`config.mk`:
```
export PLATFORM = sky130hd
export DESIGN_NAME = icache_refill
export DESIGN_NICKNAME = d
export VERILOG_FILES = /design/src/icache_pkg.sv /design/src/icache_refill.sv
export SDC_FILE = /design/constraint.sdc
export NUM_CORES = 1
export LEC_CHECK = 0
export ABC_AREA = 0
export BUFFER_PORTS_ARGS = -buffer_cell sky130_fd_sc_hd__buf_2
export CAP_MARGIN = 20
export CORE_UTILIZATION = 30
export DETAILED_ROUTE_END_ITERATION = 7
export PLACE_DENSITY = 0.52
export SLEW_MARGIN = 5
export SYNTH_ARGS = -nofsm -noshare
export SYNTH_HDL_FRONTEND = slang
export SYNTH_SLANG_ARGS = --single-unit
```
`constraint.sdc`:
```
create_clock -name clk -period 2.1 [get_ports clk]
set_clock_uncertainty 0.1 [all_clocks]
set_input_delay 0.42 -clock clk [delete_from_list [all_inputs] [get_ports clk]]
set_output_delay 0.42 -clock clk [all_outputs]
set_load 0.03 [all_outputs]
```
`src/icache_pkg.sv`:
```
package icache_pkg;

    // address split from the high bits down
    localparam int tag_bits    = 20;
    localparam int index_bits  = 8;
    localparam int offset_bits = 4;

    localparam int num_sets   = 256;
    localparam int line_words = 4;
    localparam int word_bits  = $clog2(line_words);

    localparam logic [2:0] rd_type_line = 3'b100;  // full line read

    typedef logic [line_words-1:0][31:0] line_t;

    // raw view for front end and memory, field view for the lookup
    typedef union packed {
        logic [31:0] raw;
        struct packed {
            logic [tag_bits-1:0]              tag;
            logic [index_bits-1:0]            index;
            logic [word_bits-1:0]             word_sel;
            logic [offset_bits-word_bits-1:0] byte_sel;
        } fields;
    } icache_addr_u;

    typedef struct packed {
        logic         valid;
        icache_addr_u addr;
    } front_req_t;

    typedef struct packed {
        logic        addr_ok;
        logic        data_ok;
        logic        cache_miss;
        logic [31:0] rdata;
    } front_resp_t;

    typedef struct packed {
        logic        rd_req;
        logic [2:0]  rd_type;
        logic [31:0] rd_addr;
    } mem_req_t;

    typedef struct packed {
        logic        rd_rdy;
        logic        ret_valid;
        logic        ret_last;
        logic [31:0] ret_data;
    } mem_resp_t;

    typedef struct packed {
        logic  hit;
        line_t line;
    } way_result_t;

    typedef struct packed {
        logic idle;
        logic last_hit;
    } cache_status_t;

endpackage

```
`src/icache_refill.sv`:
```
module icache_refill (
    input  logic                  clk,
    input  logic                  reset,
    input  icache_pkg::mem_resp_t mem,
    output icache_pkg::line_t     line,
    output logic                  line_done
);
    import icache_pkg::*;

    logic [word_bits-1:0] beat_cnt;   // next word to fill
    line_t                line_buf;

    always_ff @(posedge clk) begin
        if (reset)
            beat_cnt <= '0;
        else if (mem.ret_valid) begin
            if (mem.ret_last)
                beat_cnt <= '0;
            else
                beat_cnt <= beat_cnt + 1'b1;
        end
    end

    always_ff @(posedge clk) begin
        if (mem.ret_valid)
            line_buf[beat_cnt] <= mem.ret_data;
    end

    // last beat goes straight through so the line is whole on the ret_last edge
    always_comb begin
        line = line_buf;
        if (mem.ret_valid)
            line[beat_cnt] = mem.ret_data;
    end

    assign line_done = mem.ret_valid && mem.ret_last;

endmodule

```
==> results of run 1 <==
==> how the worst min path moves through the flow <==
stage | startpoint | to | slack, ns | depth (start not counted)
floorplan | beat_cnt[1] | beat_cnt[1] | 0.37 | 2
global placement | line_buf[107] | line_buf[107] | 0.35 | 1
detailed placement | line_buf[36] | line_buf[36] | 0.35 | 1
CTS | reset | beat_cnt[1] | 0.07 | 2
global route | reset | beat_cnt[1] | 0.07 | 2
finish | reset | beat_cnt[1] | 0.09 | 2
==> metrics by stage <==
step	utilization	power, W	hold WS [ns]	instance area [um2]
2_1_floorplan	-	0.00498	0.372	4930
3_3_place_gp	0.376	0.00557	0.353	5990
3_5_place_dp	0.376	0.00559	0.352	5990
4_1_cts	0.481	0.00921	0.0701	7670
5_1_grt	0.487	0.00954	0.0741	7760
6_report	0.487	0.00916	0.0872	7760
==> kinds of logic after synthesis <==
group	count (synthesis)
buffers and inverters	15
multiplexers	128
AND/OR/NAND/NOR	8
AO/OA/AOI/OAI	2
flip-flops	130
adder cells (fa/ha/maj)	4
==> per-layer routing <==
metal  up-vias  track usage  wire length (um)
li1       1415            -                 -
met1      1452        0.165              5180
met2       101        0.243              5940
met3        11       0.0644               935
met4         0       0.0534               115
met5         -            0                 0
==> cell usage in the layout (no fill, tap or decap), types with 2 or more instances in the layout <==
cell                          n
sky130_fd_sc_hd__buf_12      10
sky130_fd_sc_hd__buf_16       5
sky130_fd_sc_hd__buf_2       36
sky130_fd_sc_hd__buf_4        9
sky130_fd_sc_hd__buf_6      134
sky130_fd_sc_hd__bufinv_16    2
sky130_fd_sc_hd__clkbuf_1     2
sky130_fd_sc_hd__clkbuf_16   19
sky130_fd_sc_hd__clkbuf_8     2
sky130_fd_sc_hd__clkinv_2     7
sky130_fd_sc_hd__dfxtp_1    128
sky130_fd_sc_hd__dfxtp_4      2
sky130_fd_sc_hd__ha_4         4
sky130_fd_sc_hd__inv_4        2
sky130_fd_sc_hd__mux2_4     128
sky130_fd_sc_hd__nand2_8      4
==> area by class of cell <==
class | count | area, um2 | share of cell area
well taps | 216 | 270 | 0.0348
inverters | 2 | 12.5 | 0.00161
clock inverters | 11 | 111 | 0.0143
flip-flops and latches | 130 | 2610 | 0.336
clock buffers | 21 | 460 | 0.0593
repair buffers | 196 | 2140 | 0.276
multi-input cells | 143 | 2160 | 0.278
==> power by group <==
part           switching (W)  leakage, nW  internal, W  total, W
clock                0.00107        0.286      0.00179   0.00286
combinational        0.00163         2.45      0.00159   0.00322
sequential          0.000134         1.08      0.00295   0.00308
total                0.00283         3.82      0.00633   0.00916
==> registers in the layout, summed over array words and instances (netlist names) <==
signal	flops
line_buf	128
beat_cnt	2
==> critical path, delay by kind of cell, from the launching register on <==
kind / cells / cell delay, ns
muxes: 1 / 0.32
and+or+nand+nor: 1 / 0.11
buffers and inverters: 3 / 0.47
adders and majority gates: 1 / 0.16
DFF: 1 / 0.36
==> timing repair <==
| item | CTS | global route |
|---|---|---|
| resized for setup | 280 | 12 |
| setup endpoints to repair | 128 | 128 |
| pin swaps | 7 | 2 |
| gates cloned | 5 | 2 |
| setup buffers | 11 | 4 |
==> results.txt, run 1 <==
The complex-gate fraction of the synthesized area was 0.00254; the pin count of the biggest net entering global routing was 18. The sequential cell area fraction in the yosys report is 0.528, and the count of buffers inserted at the top-level ports is 164. The total count of hold-check failures in the final report was 0. Clock tree synthesis found a total of 130 sinks. The largest area contributor in the synthesized netlist was sky130_fd_sc_hd__dfxtp_1. Fraction of layout instances using a drive strength above 1: 0.730. CTS placed an instance of sky130_fd_sc_hd__clkbuf_16 at the clock tree root. Post-synthesis sequential element count: 130. The worst setup path is launched from a flip-flop. The global-route total usage across every layer came out at 0.146.

The most critical setup path has its endpoint at line[109]. The run gives 86 as the DRC marker count from the first detailed-route iteration. The worst setup path is captured at an output pin. Setup violations remaining at the end of the flow were counted as 128. The routed wire length is 12200 um.

The number of global-route vias before repair is 3239, and the placeable core region is 15900 um2. The worst-case setup margin in the final layout was -0.247 ns; the fraction of registers with async set/reset was 0. The startpoint identified for the worst register-to-register timing path is beat_cnt[0].

The mean post-synth cell area came out at 17.2 um2. By area, the combinational part of the netlist is dominated by multiplexers. VDD sags by at most 684 uV.

Achievable clock frequency: 426 MHz. The tools report the start point of the critical path as beat_cnt[0]. The post-detailed-placement half-perimeter wirelength was 7350 um. Clock latency on the worst-skew pair, taken at its later pin, is 0.41 ns. After synthesis, the cell types taking the most area are sky130_fd_sc_hd__dfxtp_1, sky130_fd_sc_hd__mux2_4, sky130_fd_sc_hd__buf_12, sky130_fd_sc_hd__mux2_2, sky130_fd_sc_hd__nand2_8. The cell count after placement is 667. The signal on the critical path passes through buf_12 -> ha_4 -> nand2_8 -> clkbuf_16 -> mux2_4 -> buf_6.

The tools report the via count as 2979. The pre-antenna-repair detailed-routing pass consisted of 4 iterations. The final reports fail on setup timing. The tools report the count of standard-cell rows as 46. The post-synthesis instance total came out at 287. The count of antenna diodes in the layout was 0; the number of buffers added by the clock tree synthesis step was 17. In the synthesized netlist the dominant register cell turns out to be sky130_fd_sc_hd__dfxtp_1. The share of the clock period used by the worst path was 1.12; the area enclosed by the die boundary was 16900 um2.

Summed over all layers, the global routing overflow is 0. The number of nets in the synthesized netlist is 328, and the clock transition time at the flip-flop clock pins of the worst setup and hold paths is 0.05 ns. Counting flops with a built-in enable in the synthesized netlist gives 0. For this design the ratio of total power to cell area is 1180 nW/um2. Area growth from synthesis to layout: 57.6%.

The number of library cell types mapped by synthesis was 14. The tools report the cell area after synthesis as 4930 um2. Setup repair after global routing could not meet its margin everywhere. The logs give 1.83 ns for the signal arrival time at the worst endpoint and 719 for the non-filler instance count after layout. Data on the critical path is required at its endpoint by 1.58 ns. In this run the count of I/O pins placed on the die edge is 166. The share of the synthesized area in the top cell type works out to 0.528. The critical path start-end classification was reg2out. The cell with the most instances after synthesis was sky130_fd_sc_hd__dfxtp_1. The final max-slew violation count was 0; the post-synthesis share of cell area spent on and, or, nand and nor gates was 0.0224. The detail route stage leaves a number of antenna-violating nets equal to 0. In this run the number of H-tree levels came out at 4. The xor/xnor cell area share of the yosys netlist was 0. For the worst flop-to-flop path, the logic depth is 5.

In the routed design, unresolved DRC markers number 0. The tools report the wire length of the first global-routing pass as 18100 um. The relative max-transition margin was 0.884; the height of the chip was 130 um. In the final routed layout, each cell accounts on average for 16.9 um. The number of max-capacitance violations reported is 0, and the die width is 130 um.

The post-detailed-route via-to-cell ratio is 4.14. TritonCTS built the clock tree. The number of nets in the final layout was 531; the share of synthesized cell area in full adder, half adder and majority cells was 0.0102. By count the netlist is led by sky130_fd_sc_hd__dfxtp_1, sky130_fd_sc_hd__mux2_4, sky130_fd_sc_hd__buf_12, sky130_fd_sc_hd__mux2_2. Hold repair after CTS inserted 0 buffers. Summed over all cells, the static leakage comes to 3.82 nW. Summed over all failing endpoints, the final setup total negative slack is -26.43 ns.

The run finished, with violations left. Slew of the pin with the lowest slew margin: 0.172 ns. The min-delay analysis places its worst path in the category in2reg. The starting density of the core is 0.309, and the filler cell count in the final layout is 1372.

The routed design could run at a clock period as short as 2.35 ns. The logs give 2 for the number of buffers between clock root and the deepest sink and 0.0119 ns for the setup slack at placement. The initial antenna violation count came out at 0.

The multiplexer fraction of the synthesized cell area came out at 0.384. The endpoint identified for the worst register-to-register timing path is line_buf[121]. The slowest stage of the critical path belongs to the cell sky130_fd_sc_hd__dfxtp_4. The count of synthesis-stage warnings from yosys was 0.

The congestion estimate from routability-driven global placement came to 0.764. For flop-to-flop paths, the worst setup slack is 0.61 ns. In this run the worst path has a maximum fanout of 8. On the worst path, the slowest cell contributes a delay of 0.36 ns.
Power figures use the tool's default switching activity.
==> run 2, diff against run 1 <==
Settings changed: REMOVE_ABC_BUFFERS set to 1.
==> results.txt, run 2 (synthesis results as in run 1) <==
The flow ran to the end, but the final reports show violations. The final reports fail on setup timing. The total area of multi-input combinational cells was 2160 um2 (unchanged). STA classifies the critical path startpoint as a flip-flop. The post-detailed-route DRC marker count came out at 0 (unchanged). Die width: 130 um (unchanged). The number of setup violations in the final report was 128 (unchanged). The clock transition time at the flip-flop clock pins of the worst setup and hold paths came out at 0.05 ns (about the same). TritonCTS built the clock tree. The cell count after placement is 673 (+0.90%). The endpoint identified for the worst register-to-register timing path is line_buf[17]. The met1 routed wirelength after detailed routing is 5380 um (+4.0%), and the count of nets left with antenna violations after detail routing is 0 (unchanged). The number of global-route vias before repair was 3150 (-2.7%).

The share of the clock period used by the worst path works out to 1.13 (+0.0110). Fraction of layout instances using a drive strength above 1: 0.733 (+0.00294). The run gives 2610 um2 (unchanged) as the area occupied by registers. The tools report the routed wire length as 12300 um (+1.2%). The run gives 0.41 ns (about the same) as the clock latency at the later pin of the worst-skew pair.

The path type of the worst min-delay path was in2reg. Placeable core region: 15900 um2 (unchanged). The run gives 0 (unchanged) as the initial antenna violation count.

The number of max-capacitance violations reported is 0 (unchanged). The logs give 48 (-44%) for the DRC marker count from the first detailed-route iteration and 1.58 ns (about the same) for the worst path required time. Design internal power: 0.00632 W (-0.18%). The area growth from synthesis to layout is 59.9%, and the number of buffers added by the clock tree synthesis step is 17 (unchanged). Area enclosed by the die boundary: 16900 um2 (unchanged).

For the setup slack at placement, the log shows -0.00301 ns (-0.0149 ns). The tools report the part of the total power dissipated in the clock network as 0.304 (-0.008). The sequential share of power was 0.337 (about the same). The flip-flop count of the largest register, all copies and words added was 128 (unchanged). The count of hold buffers inserted by post-cts repair was 0 (unchanged). The cell area after layout was 7880 um2 (+1.4%); the reported net switching power was 0.00282 W (-0.23%). The largest vdd supply drop came out at 734 uV (+7.2%).

The startpoint identified for the worst hold timing path is reset. The top cell types in the final layout, fill and taps aside, are sky130_fd_sc_hd__buf_6, sky130_fd_sc_hd__mux2_4, sky130_fd_sc_hd__dfxtp_1. The run gives 6040 um (+1.6%) as the met2 layer wire length in the routed design. The total iterations of the first detailed-routing run was 4 (unchanged); the post-detailed-route via-to-cell ratio was 4.14 (-0.19%).

Wire length of the first global-routing pass: 18000 um (-0.54%). The top fanout value on the critical path works out to 7 (-1). The largest registers in the layout are line_buf x128, beat_cnt x2.

The proportion of total power due to net switching came out at 0.309 (about the same). The final max-slew violation count is 0 (unchanged), and the height of the chip is 130 um (unchanged). The routability congestion estimate was 0.694 (-9.2%); the total global routing overflow was 0 (unchanged). The count of antenna diodes in the layout came out at 0 (unchanged). The global-route total usage across every layer was 0.147 (+0.00106); the starting density of the core was 0.309 (unchanged). The via count came out at 3027 (+1.6%). The pin count of the biggest net entering global routing was 17 (-1). Setup repair after global routing could not meet its margin everywhere. The setup path with the least slack is of type reg2out. The total power divided by cell area is 1160 nW/um2 (-1.6%). The length of routed met3 wiring was 717 um (-23%).

The tools report the number of nets in the final layout as 546 (+2.8%). The average wire per standard cell was 16.8 um (-0.59%). The logs give 6030 um2 (+0.75%) for the total cell area at the placement stage and 46 (unchanged) for the count of standard-cell rows. The post-detailed-placement half-perimeter wirelength is 7420 um (+0.97%).

The tools report the worst-case setup margin in the final layout as -0.270 ns (-0.0230 ns). The number of buffers between clock root and the deepest sink came out at 2 (unchanged). The filler cell count in the final layout is 1371 (-0.073%), and the level count of the clock H-tree is 4 (unchanged). For the signal arrival time at the worst endpoint, the log shows 1.85 ns (+0.02 ns). The run gives 0.49 ns (-0.12 ns) as the setup slack of the most critical reg-to-reg path.

The count of cells along the worst hold path came out at 2 (unchanged). In this run the critical register-to-register path is launched from beat_cnt[1]. The non-filler instance count after layout is 732 (+1.8%).

Leaving out fill and tap cells, the most frequent cell in the layout is sky130_fd_sc_hd__buf_6. For the number of placed I/O pins, the log shows 166 (unchanged). For the static power due to leakage, the log shows 3.89 nW (+1.7%).

The final critical-path required period was 2.37 ns (+0.0230 ns). For hold timing, the worst endpoint is beat_cnt[1]. The count of buffers inserted at the top-level ports was 164 (unchanged); the number of sinks driven by the clock tree was 130 (unchanged).

The highest metal layer with signal wires is met4. The cell count of the worst reg-to-reg path was 6 (+1). Combinational power share: 0.358 (+0.007). STA classifies the critical path endpoint as an output pin.

The tools report the relative max-transition margin as 0.876 (-0.00817). The root buffer cell chosen for the clock tree is sky130_fd_sc_hd__clkbuf_16. line_buf holds more flip-flops than any other register. Total count of hold-check failures in the final report: 0 (unchanged). The achievable clock frequency was 422 MHz (-0.97%); the slew of the pin with the lowest slew margin was 0.186 ns (+0.0137 ns).
==> run 2: cell count changes in the layout (fill, tap and decap cells not counted), sizes merged <==
cell    delta
buf       +16
bufinv     -1
clkbuf     +3
clkinv     -5
==> run 2: worst max path at each step <==
stage                      startpoint        to  slack [ns]  cells after the start
after global placement    beat_cnt[0]   line[7]        0.01                      6
final                     beat_cnt[0]  line[80]       -0.27                      7
after floorplan           beat_cnt[0]   line[0]        0.18                      4
after CTS                 beat_cnt[0]  line[36]       -0.32                      7
after detailed placement  beat_cnt[0]  line[65]      -0.003                      6
after global routing      beat_cnt[0]  line[75]       -0.33                      7
==> run 2: per-stage QoR <==
step / setup TNS, ns / util / total power [W] / hold slack [ns]
final: -24.14 / 0.494 / 0.00914 / 0.0798
after global routing: -31.81 / 0.494 / 0.00951 / 0.0634
after CTS: -29.04 / 0.490 / 0.00909 / 0.0582
after detailed placement: -0.00501 / 0.378 / 0.00559 / 0.353
after global placement: 0 / 0.378 / 0.00557 / 0.352
after floorplan: 0 / - / 0.00494 / 0.372
==> run 2: layout make-up <==
class / count / area share
Tap cell: 216 / 0.0343
Clock inverter: 5 / 0.00667
Multi-Input combinational cell: 143 / 0.274
Timing Repair Buffer: 211 / 0.289
Clock buffer: 25 / 0.0629
Sequential cell: 130 / 0.331
Inverter: 2 / 0.00159
==> run 2: power by group through the flow <==
stage	sequential, W	combinational [W]	clock, W
after CTS	0.00308	0.00316	0.00285
after global placement	0.00311	0.00246	0
after global routing	0.00312	0.00341	0.00298
after floorplan	0.00308	0.00185	0
after detailed placement	0.00312	0.00247	0
final	0.00308	0.00327	0.00278
==> run 2: worst max-delay path: stages (launching register included) <==
cell	delay [ns]
sky130_fd_sc_hd__dfxtp_4	0.37
sky130_fd_sc_hd__inv_4	0.08
sky130_fd_sc_hd__ha_4	0.15
sky130_fd_sc_hd__nand2_8	0.10
sky130_fd_sc_hd__buf_12	0.15
sky130_fd_sc_hd__buf_16	0.13
sky130_fd_sc_hd__mux2_4	0.30
sky130_fd_sc_hd__buf_6	0.14
==> run 2: timing repair <==
action                                  4_1_cts  5_1_grt
setup buffers                                16        9
endpoints found under the setup margin      128      128
pin swaps                                     8        3
resized for setup                           277       34
cloned                                        7        1
==> run 2: routing by layer <==
metal,up-vias,global-route usage
li1,1438,-
met1,1469,0.175
met2,106,0.239
met3,14,0.0537
met4,0,0.0616
met5,-,0
