===== config.mk =====
export PLATFORM = sky130hd
export DESIGN_NAME = icache_ctrl
export DESIGN_NICKNAME = d
export VERILOG_FILES = /design/src/icache_pkg.sv /design/src/icache_ctrl.sv
export SDC_FILE = /design/constraint.sdc
export NUM_CORES = 1
export LEC_CHECK = 0
export BUFFER_PORTS_ARGS = -buffer_cell sky130_fd_sc_hd__buf_2
export CAP_MARGIN = 20
export CORE_ASPECT_RATIO = 1.2
export CORE_UTILIZATION = 45
export CTS_CLUSTER_DIAMETER = 150
export DETAILED_ROUTE_END_ITERATION = 7
export GPL_ROUTABILITY_DRIVEN = 0
export HOLD_SLACK_MARGIN = 0.05
export PLACE_DENSITY = 0.78
export SETUP_SLACK_MARGIN = 0.5
export SLEW_MARGIN = 20
export SYNTH_ARGS = -nofsm -noshare
export SYNTH_HDL_FRONTEND = slang
export SYNTH_SLANG_ARGS = --single-unit

===== constraint.sdc =====
create_clock -name clk -period 4.36 [get_ports clk]
set_input_delay 0.436 -clock clk [delete_from_list [all_inputs] [get_ports clk]]
set_output_delay 0.436 -clock clk [all_outputs]
set_load 0.01 [all_outputs]

===== src/icache_pkg.sv =====
package icache_pkg;

    // address split from the high bits down
    localparam int tag_bits    = 20;
    localparam int index_bits  = 8;
    localparam int offset_bits = 4;

    localparam int num_sets   = 256;
    localparam int line_words = 4;
    localparam int word_bits  = $clog2(line_words);

    localparam logic [2:0] rd_type_line = 3'b100;  // full line read

    typedef logic [line_words-1:0][31:0] line_t;

    // raw view for front end and memory, field view for the lookup
    typedef union packed {
        logic [31:0] raw;
        struct packed {
            logic [tag_bits-1:0]              tag;
            logic [index_bits-1:0]            index;
            logic [word_bits-1:0]             word_sel;
            logic [offset_bits-word_bits-1:0] byte_sel;
        } fields;
    } icache_addr_u;

    typedef struct packed {
        logic         valid;
        icache_addr_u addr;
    } front_req_t;

    typedef struct packed {
        logic        addr_ok;
        logic        data_ok;
        logic        cache_miss;
        logic [31:0] rdata;
    } front_resp_t;

    typedef struct packed {
        logic        rd_req;
        logic [2:0]  rd_type;
        logic [31:0] rd_addr;
    } mem_req_t;

    typedef struct packed {
        logic        rd_rdy;
        logic        ret_valid;
        logic        ret_last;
        logic [31:0] ret_data;
    } mem_resp_t;

    typedef struct packed {
        logic  hit;
        line_t line;
    } way_result_t;

    typedef struct packed {
        logic idle;
        logic last_hit;
    } cache_status_t;

endpackage


===== src/icache_ctrl.sv =====
module icache_ctrl (
    input  logic                              clk,
    input  logic                              reset,
    input  icache_pkg::front_req_t            req,
    input  icache_pkg::way_result_t           way0,
    input  icache_pkg::way_result_t           way1,
    input  icache_pkg::line_t                 line,
    input  logic                              line_done,
    input  logic                              rd_rdy,
    output icache_pkg::front_resp_t           resp,
    output icache_pkg::mem_req_t              mem_req,
    output logic [icache_pkg::index_bits-1:0] lookup_index,
    output logic [icache_pkg::tag_bits-1:0]   lookup_tag,
    output logic                              lookup_en,
    output logic                              write_en0,
    output logic                              write_en1,
    output icache_pkg::cache_status_t         status
);
    import icache_pkg::*;

    typedef enum logic [1:0] {
        st_idle,
        st_lookup,
        st_ask_mem,
        st_refill
    } state_t;

    state_t              state;
    state_t              next_state;
    icache_addr_u        cur_addr;    // accepted request
    logic [num_sets-1:0] lru;         // way to replace next, per set
    logic                hit;
    logic                addr_ok;
    logic                lookup_hit;
    logic                fill_done;
    logic                victim;
    logic                data_ok_q;
    logic [31:0]         rdata_q;
    logic                last_hit_q;

    assign hit        = way0.hit | way1.hit;
    assign lookup_hit = (state == st_lookup) && hit;
    assign fill_done  = (state == st_refill) && line_done;
    assign victim     = lru[cur_addr.fields.index];

    // a hit frees the lookup stage for the next request
    assign addr_ok = req.valid && (state == st_idle || lookup_hit);

    always_comb begin
        next_state = state;
        case (state)
            st_idle: begin
                if (req.valid)
                    next_state = st_lookup;
            end
            st_lookup: begin
                if (!hit)
                    next_state = st_ask_mem;
                else if (!req.valid)
                    next_state = st_idle;   // stays in lookup when a new request follows
            end
            st_ask_mem: begin
                if (rd_rdy)
                    next_state = st_refill;
            end
            st_refill: begin
                if (line_done)
                    next_state = st_idle;
            end
            default: next_state = st_idle;
        endcase
    end

    always_ff @(posedge clk) begin
        if (reset)
            state <= st_idle;
        else
            state <= next_state;
    end

    always_ff @(posedge clk) begin
        if (addr_ok)
            cur_addr <= req.addr;
    end

    always_ff @(posedge clk) begin
        if (reset)
            lru <= '0;
        else if (lookup_hit)
            lru[cur_addr.fields.index] <= way0.hit;   // replace the other way next
        else if (fill_done)
            lru[cur_addr.fields.index] <= ~victim;
    end

    always_ff @(posedge clk) begin
        if (reset) begin
            data_ok_q  <= 1'b0;
            last_hit_q <= 1'b0;
        end else begin
            data_ok_q <= lookup_hit || fill_done;
            if (state == st_lookup)
                last_hit_q <= hit;
        end
    end

    always_ff @(posedge clk) begin
        if (lookup_hit)
            rdata_q <= way0.hit ? way0.line[cur_addr.fields.word_sel]
                                : way1.line[cur_addr.fields.word_sel];
        else if (fill_done)
            rdata_q <= line[cur_addr.fields.word_sel];   // word from the fresh line
    end

    // refill writes go to the held set, lookups use the incoming address
    assign lookup_index = (state == st_refill) ? cur_addr.fields.index
                                               : req.addr.fields.index;
    assign lookup_tag   = cur_addr.fields.tag;
    assign lookup_en    = addr_ok;
    assign write_en0    = fill_done && !victim;
    assign write_en1    = fill_done && victim;

    assign resp.addr_ok    = addr_ok;
    assign resp.data_ok    = data_ok_q;
    assign resp.cache_miss = (state == st_lookup) && !hit;
    assign resp.rdata      = rdata_q;

    assign mem_req.rd_req  = (state == st_ask_mem);
    assign mem_req.rd_type = rd_type_line;
    assign mem_req.rd_addr = {cur_addr.raw[31:offset_bits], {offset_bits{1'b0}}};

    assign status.idle     = (state == st_idle);
    assign status.last_hit = last_hit_q;

endmodule


==> results of run 1 <==
-- cell usage after synthesis (3+ instances only) --
| master | number | share of area, % |
|---|---|---|
| mux4_2 | 149 | 16 |
| nor2_1 | 158 | 2.9 |
| a22oi_1 | 43 | 1.6 |
| nor2b_1 | 174 | 5.3 |
| buf_1 | 13 | 0.24 |
| o31ai_1 | 89 | 3.3 |
| a31oi_1 | 4 | 0.12 |
| mux2i_1 | 163 | 8.0 |
| a21oi_1 | 165 | 4.0 |
| dfxtp_1 | 260 | 25 |
| buf_4 | 61 | 2.2 |
| buf_6 | 10 | 0.55 |
| a211oi_1 | 3 | 0.11 |
| nor3b_1 | 129 | 4.7 |
| nand4_1 | 5 | 0.15 |
| o31ai_2 | 40 | 2.5 |
| o22a_1 | 3 | 0.13 |
| buf_2 | 19 | 0.47 |
| nor3_1 | 15 | 0.37 |
| nand2b_1 | 10 | 0.31 |
| and2_1 | 5 | 0.15 |
| mux2_2 | 11 | 0.61 |
| clkbuf_1 | 164 | 3.0 |
| o21ai_0 | 164 | 4.0 |
| nand2_1 | 155 | 2.8 |
| edfxtp_1 | 62 | 9.1 |
| nand3_1 | 21 | 0.51 |
-- state kept, by name, summed over array words and instances, names as in the netlist, named ones only --
register / count
cur_addr: 30
last_hit_q: 1
lru: 256
data_ok_q: 1
rdata_q: 32
state: 1
-- timing repair --
action / 4_1_cts / 5_1_grt
hold buffers: 16 / 2
endpoints found under the setup margin: 2 / 2
gates cloned: 2 / 0
buffers inserted: 6 / 0
hold endpoints to repair: 16 / 2
gates resized for setup: 0 / 2
-- cell usage in the layout (no fill, tap or decap), drive strengths merged, types with 2 or more instances in the layout --
cell	instances
inv	5
clkbuf	58
a21oi	165
o31ai	129
nand4	5
o21ai	165
a311oi	2
and4	2
mux2i	163
clkinv	4
nand3	21
diode	8
dlygate4sd3	18
mux4	149
a31oi	4
nor3	15
nor3b	129
bufbuf	2
dfxtp	260
nor2	158
buf	587
nor2b	174
a22oi	43
a211oi	4
edfxtp	62
nand2b	10
nand2	155
and2	5
conb	7
o22a	3
mux2	11
-- worst max-delay path by stage --
stage	from	endpoint	slack, ps	cells after the start
final	cur_addr[4]	write_en0	470	8
after global routing	cur_addr[4]	write_en0	440	9
after CTS	cur_addr[4]	write_en0	530	10
after detailed placement	cur_addr[4]	write_en0	830	9
after global placement	cur_addr[4]	write_en0	790	9
after floorplan	way1[128]	resp[34]	1190	4
-- metrics by stage --
stage | worst slack (ps) | power (W) | utilization (%)
2_1_floorplan | 1190 | 0.00395 | -
3_3_place_gp | 788 | 0.00446 | 51.7
3_5_place_dp | 827 | 0.00448 | 51.7
4_1_cts | 533 | 0.00745 | 54.9
5_1_grt | 438 | 0.00766 | 55.0
6_report | 473 | 0.00746 | 55.0
-- critical path, cell delays in order, from the launching register on --
cell and delay [ps]:
edfxtp_1 460, buf_12 180, mux4_2 510, mux4_2 500, a211oi_1 410, o311a_1 350, nor2_1 80, nor2_1 210
buf_2 190
-- report_power, final --
| group | switching (W) | internal [W] | total [W] |
|---|---|---|---|
| clock | 0.00129 | 0.00169 | 0.00298 |
| combinational | 0.000781 | 0.000544 | 0.00132 |
| sequential | 0.0000534 | 0.00311 | 0.00316 |
-- logic make-up after synthesis --
group	Yosys count
compound gates	522
flops	322
mux	323
other cells	2
buf+inv	270
simple gates	679
-- area by class of cell --
cell class / instances / area, sq um
inverter: 3 / 13.8
clock inverter: 6 / 38.8
antenna: 8 / 20.0
multi-input combinational: 1531 / 12100
tap: 609 / 762
timing repair buffer: 607 / 3560
clock buffer: 58 / 1070
fill: 3857 / 20200
sequential: 322 / 7070
-- metal layers --
metal	wire, um	share of wire, %	vias to the layer above	global-route usage, %
met1	28200	37	9474	40.0
met5	71	0.094	-	0
met4	3710	4.9	12	15.2
met3	8770	12	268	8.87
li1	-	-	8552	-
met2	35100	46	1256	50.5
==> summary.md, run 1 <==
| Metric | Value |
|---|---|
| Worst Path Arrival | `3450 ps` |
| CP Capture Type | `output pin` |
| Slew Limit Fails | `0` |
| Setup TNS | `0 ps` |
| CTS clk-pin slew, worst paths | `60 ps` |
| Hold WS | `66.5 ps` |
| Max Clock Skew | `20.4 ps` |
| Post-Syn Area | `20,400 sq um` |
| Via Count | `19,600` |
| CTS Buf Count | `37` |
| Synth Area in Compound Gates | `16.2%` |
| Total Wirelength | `75,800 um` |
| CTS Sinks | `322` |
| Final instance area | `24,600 sq um` |
| Row Count | `85` |
| Die H | `235 um` |
| R2R Setup Slk | `1020 ps` |
| Worst-Skew Late Latency | `560 ps` |
| Critical Path RT | `3920 ps` |
| Global-route wire length before repair | `112,000 um` |
| Synth warn | `0` |
| Hold EP | `cur_addr[26]` |
| Relative slew slack | `4.33%` |
| Adder-Cell Fraction of Synth Area | `0%` |
| Max Fanout on Critical Path | `5` |
| Outcome | `complete, no violations` |
| Core area | `44,800 sq um` |
| CTS root buffer | `clkbuf_16` |
| Min cycle time layout | `3890 ps` |
| Die footprint | `46,200 sq um` |
| Final Hold Vio Count | `0` |
| P&R area growth vs syn | `20.5%` |
| Pleak | `9.89 nW` |
| Drt pass-1 iters | `6` |
| EDFF count, synth | `62` |
| Synth cell types | `47` |
| DP Cell Count | `3,046` |
| Syn_area_per_cell | `9.64 sq um` |
| Layout cell share with drive strength beyond 1 | `33.7%` |
| Final worst-path cycle share | `89.2%` |
| Port buffer count | `517` |
| Hold WC Path Type | `in -> reg` |
| Register area share after synthesis | `34.6%` |
| DP HPWL | `52,300 um` |
| Unrepaired setup endpoints after global routing | `yes` |
| Post-Place Cell Area | `23,200 sq um` |
| TritonCTS clock tree | `built` |
| Cell count of the worst reg-to-reg path | `8` |
| Post-route insts no fill | `3,144` |
| Initial Util | `45.6%` |
| Maximum clock rate | `257 MHz` |
| Maxcap violations | `0` |
| Vias per cell | `6.22` |
| Maximum clock path buffer count | `3` |
| Pwr dens | `303 nW/um^2` |
| XOR/XNOR Fraction of Synth Area | `0%` |
| Largest family of logic cells by synthesized area | `multiplexers` |
| VDD IR max | `0.258 mV` |
| Depth of the CTS H-tree | `2` |
| Ports | `527` |
| Die Width | `196 um` |
| Initial DRC count | `2,326` |
| Hold path startpoint | `req[26]` |
| Grt total ovfl | `0` |
| Worst r2r src | `cur_addr[4]` |
| Gate Count Post-Synth | `2,118` |
| Final setup fails | `0` |
| Antenna-violating nets left | `0` |
| WL/cell | `24.1 um` |
| Critical Path Start Type | `flop` |
| Worst R2R End | `lru[220]` |
| Worst Max-Slew Pin Slew | `1440 ps` |
| Synth Flop Type | `dfxtp_1` |
| Global Route Usage Sum | `31.9%` |
| Largest net degree at the start of global routing | `257` |
| Mux cell area share after synthesis | `25.0%` |
| Number of global-route vias before repair | `19,100` |
| # DRC | `0` |
| Simple-gate area share of the yosys netlist | `17.6%` |
| Async S/R FF share, synth | `0%` |
| Register bit total from synthesis | `322` |
| Kind of critical path | `reg -> out` |
| WHS Path Cells | `1` |
| Layout net count | `2,925` |
| Initial antenna violation count | `13` |
Power figures use the tool's default switching activity.
==> run 2: changes to the inputs <==
--- a/config.mk
+++ b/config.mk
@@ -7,13 +7,15 @@
 export LEC_CHECK = 0
 export BUFFER_PORTS_ARGS = -buffer_cell sky130_fd_sc_hd__buf_2
 export CAP_MARGIN = 20
+export CELL_PAD_IN_SITES_DETAIL_PLACEMENT = 1
+export CELL_PAD_IN_SITES_GLOBAL_PLACEMENT = 1
 export CORE_ASPECT_RATIO = 1.2
-export CORE_UTILIZATION = 45
+export CORE_UTILIZATION = 41
 export CTS_CLUSTER_DIAMETER = 150
 export DETAILED_ROUTE_END_ITERATION = 7
 export GPL_ROUTABILITY_DRIVEN = 0
 export HOLD_SLACK_MARGIN = 0.05
-export PLACE_DENSITY = 0.78
+export PLACE_DENSITY = 0.9
 export SETUP_SLACK_MARGIN = 0.5
 export SLEW_MARGIN = 20
 export SYNTH_ARGS = -nofsm -noshare
==> summary.md, run 2 (same netlist as run 1, synthesis figures left out) <==
| Metric | Value |
|---|---|
| DP Cell Count | `3,072 (was 3,046)` |
| Row Count | `89 (was 85)` |
| Most frequent cells in the layout | `516 x buf_2, 260 x dfxtp_1, 172 x nor2b_1, 165 x a21oi_1, 164 x o21ai_0 (was 516 x buf_2, 260 x dfxtp_1, 173 x nor2b_1, 165 x a21oi_1, 164 x o21ai_0)` |
| Setup TNS | `0 ps (unchanged)` |
| Worst Max-Slew Pin Slew | `1290 ps (was 1440 ps)` |
| Overall Power | `0.00768 W (was 0.00746 W)` |
| Port buffer count | `517 (unchanged)` |
| Initial Util | `41.5% (was 45.6%)` |
| Largest Register | `lru (unchanged)` |
| Total Wirelength | `89,900 um (was 75,800 um)` |
| # DRC | `0 (unchanged)` |
| Initial DRC count | `1,920 (was 2,326)` |
| Min cycle time layout | `3870 ps (was 3890 ps)` |
| Maximum clock rate | `258 MHz (was 257 MHz)` |
| Worst Path Arrival | `3440 ps (was 3450 ps)` |
| Depth of the CTS H-tree | `2 (unchanged)` |
| Worst-Skew Late Latency | `570 ps (was 560 ps)` |
| Die Width | `206 um (was 196 um)` |
| Max reg flops | `256 (unchanged)` |
| Worst setup margin | `488 ps (was 473 ps)` |
| CTS root buffer | `clkbuf_16 (unchanged)` |
| Hold WC Path Type | `in -> reg (unchanged)` |
| P&R area growth vs syn | `21.5% (was 20.5%)` |
| Max Fanout on Critical Path | `5 (unchanged)` |
| Commonest non-fill, non-tap cell in the layout | `buf_2 (unchanged)` |
| Die H | `246 um (was 235 um)` |
| Final Hold Vio Count | `0 (unchanged)` |
| Final worst-path cycle share | `88.8% (was 89.2%)` |
| Layout cell share with drive strength beyond 1 | `34.1% (was 33.7%)` |
| Unrepaired setup endpoints after global routing | `no (was yes)` |
| Initial antenna violation count | `23 (was 13)` |
| Global Route Usage Sum | `34.1% (was 31.9%)` |
| DP HPWL | `61,400 um (was 52,300 um)` |
| Pwr dens | `309 nW/um^2 (was 303 nW/um^2)` |
| Maximum clock path buffer count | `3 (unchanged)` |
| CTS clk-pin slew, worst paths | `70 ps (was 60 ps)` |
| Die footprint | `50,700 sq um (was 46,200 sq um)` |
| Core area | `49,200 sq um (was 44,800 sq um)` |
| CP Capture Type | `output pin (unchanged)` |
| Relative slew slack | `14.1% (was 4.33%)` |
| Drt pass-1 iters | `6 (unchanged)` |
| Global-route wire length before repair | `128,000 um (was 112,000 um)` |
| Hold WS | `55.9 ps (was 66.5 ps)` |
| Maxcap violations | `0 (unchanged)` |
| VDD IR max | `0.237 mV (was 0.258 mV)` |
| CTS Buf Count | `37 (unchanged)` |
| TritonCTS clock tree | `built (unchanged)` |
| Critical Path Start Type | `flop (unchanged)` |
| Largest regs | `lru: 256 flops, rdata_q: 32 flops, cur_addr: 30 flops (unchanged)` |
| Grt total ovfl | `0 (unchanged)` |
| Antenna-violating nets left | `0 (unchanged)` |
| Critical Path RT | `3920 ps (about the same)` |
| CTS Sinks | `322 (unchanged)` |
| Slew Limit Fails | `0 (unchanged)` |
| Ports | `527 (unchanged)` |
| WL/cell | `28.2 um (was 24.1 um)` |
| Vias per cell | `6.34 (was 6.22)` |
| Post-place setup slack | `701 ps (was 827 ps)` |
| Max Clock Skew | `27.3 ps (was 20.4 ps)` |
| Layout net count | `2,937 (was 2,925)` |
| Via Count | `20,200 (was 19,600)` |
| Pleak | `9.95 nW (was 9.89 nW)` |
| Post-route insts no fill | `3,191 (was 3,144)` |
| Largest net degree at the start of global routing | `150 (was 257)` |
| Kind of critical path | `reg -> out (unchanged)` |
| Outcome | `complete, no violations (unchanged)` |
| Number of global-route vias before repair | `21,100 (was 19,100)` |
| Final setup fails | `0 (unchanged)` |
==> run 2: path summary, 6_finish.rpt <==
| check | endpoint | start | depth (start not counted) | slack [ps] |
|---|---|---|---|---|
| setup / recovery | write_en0 | cur_addr[4] | 10 | 490 |
| hold / removal | cur_addr[5] | req[5] | 1 | 60 |
| setup reg to reg | lru[120] | cur_addr[4] | 11 | 670 |
| hold reg to reg | last_hit_q | last_hit_q | 2 | 530 |
==> run 2: worst max-delay path, stage by stage, from the launching register on <==
cell	delay, ps
edfxtp_1	420
buf_4	200
clkbuf_16	170
mux4_2	500
mux4_2	520
nand2_1	100
o211ai_1	130
a211oi_2	410
nor2_1	90
nor2_2	150
buf_2	160
==> run 2: final cells by class <==
class	instances	area (sq um)
clock buffers	57	1110
flip-flops and latches	322	7070
inverters	3	15.0
well taps	637	797
clock inverters	11	56.3
multi-input cells	1531	12100
fillers	5640	24400
repair buffers	619	3620
diodes	11	27.5
==> run 2: metrics by stage <==
stage	area (sq um)	util, %
after floorplan	20400	-
after global placement	23100	47.0
after detailed placement	23100	47.0
after CTS	24600	50.1
after global routing	24800	50.4
final	24800	50.4
==> run 2: repair_timing <==
action | 4_1_cts | 5_1_grt
endpoints found under the setup margin | 2 | 2
resized for setup | 3 | 6
endpoints found under the hold margin | 24 | 0
pin swaps | 1 | 2
hold buffers | 24 | 0
gates cloned | 1 | 4
setup buffers | 6 | 4
==> run 2: report_power, final <==
part,switching (W),total [W],leakage [nW],internal (W)
Clock,0.00135,0.00312,0.574,0.00177
Sequential,0.0000449,0.00315,2.68,0.00310
Combinational,0.000857,0.00141,6.69,0.000549
==> run 2: routing by layer <==
| layer | vias up | share of wire, % | track usage, % |
|---|---|---|---|
| met5 | - | 0.27 | 3.47 |
| met4 | 18 | 5.0 | 16.5 |
| met3 | 334 | 12 | 12.7 |
| met2 | 1257 | 47 | 53.8 |
| met1 | 10100 | 36 | 40.4 |
| li1 | 8564 | - | - |
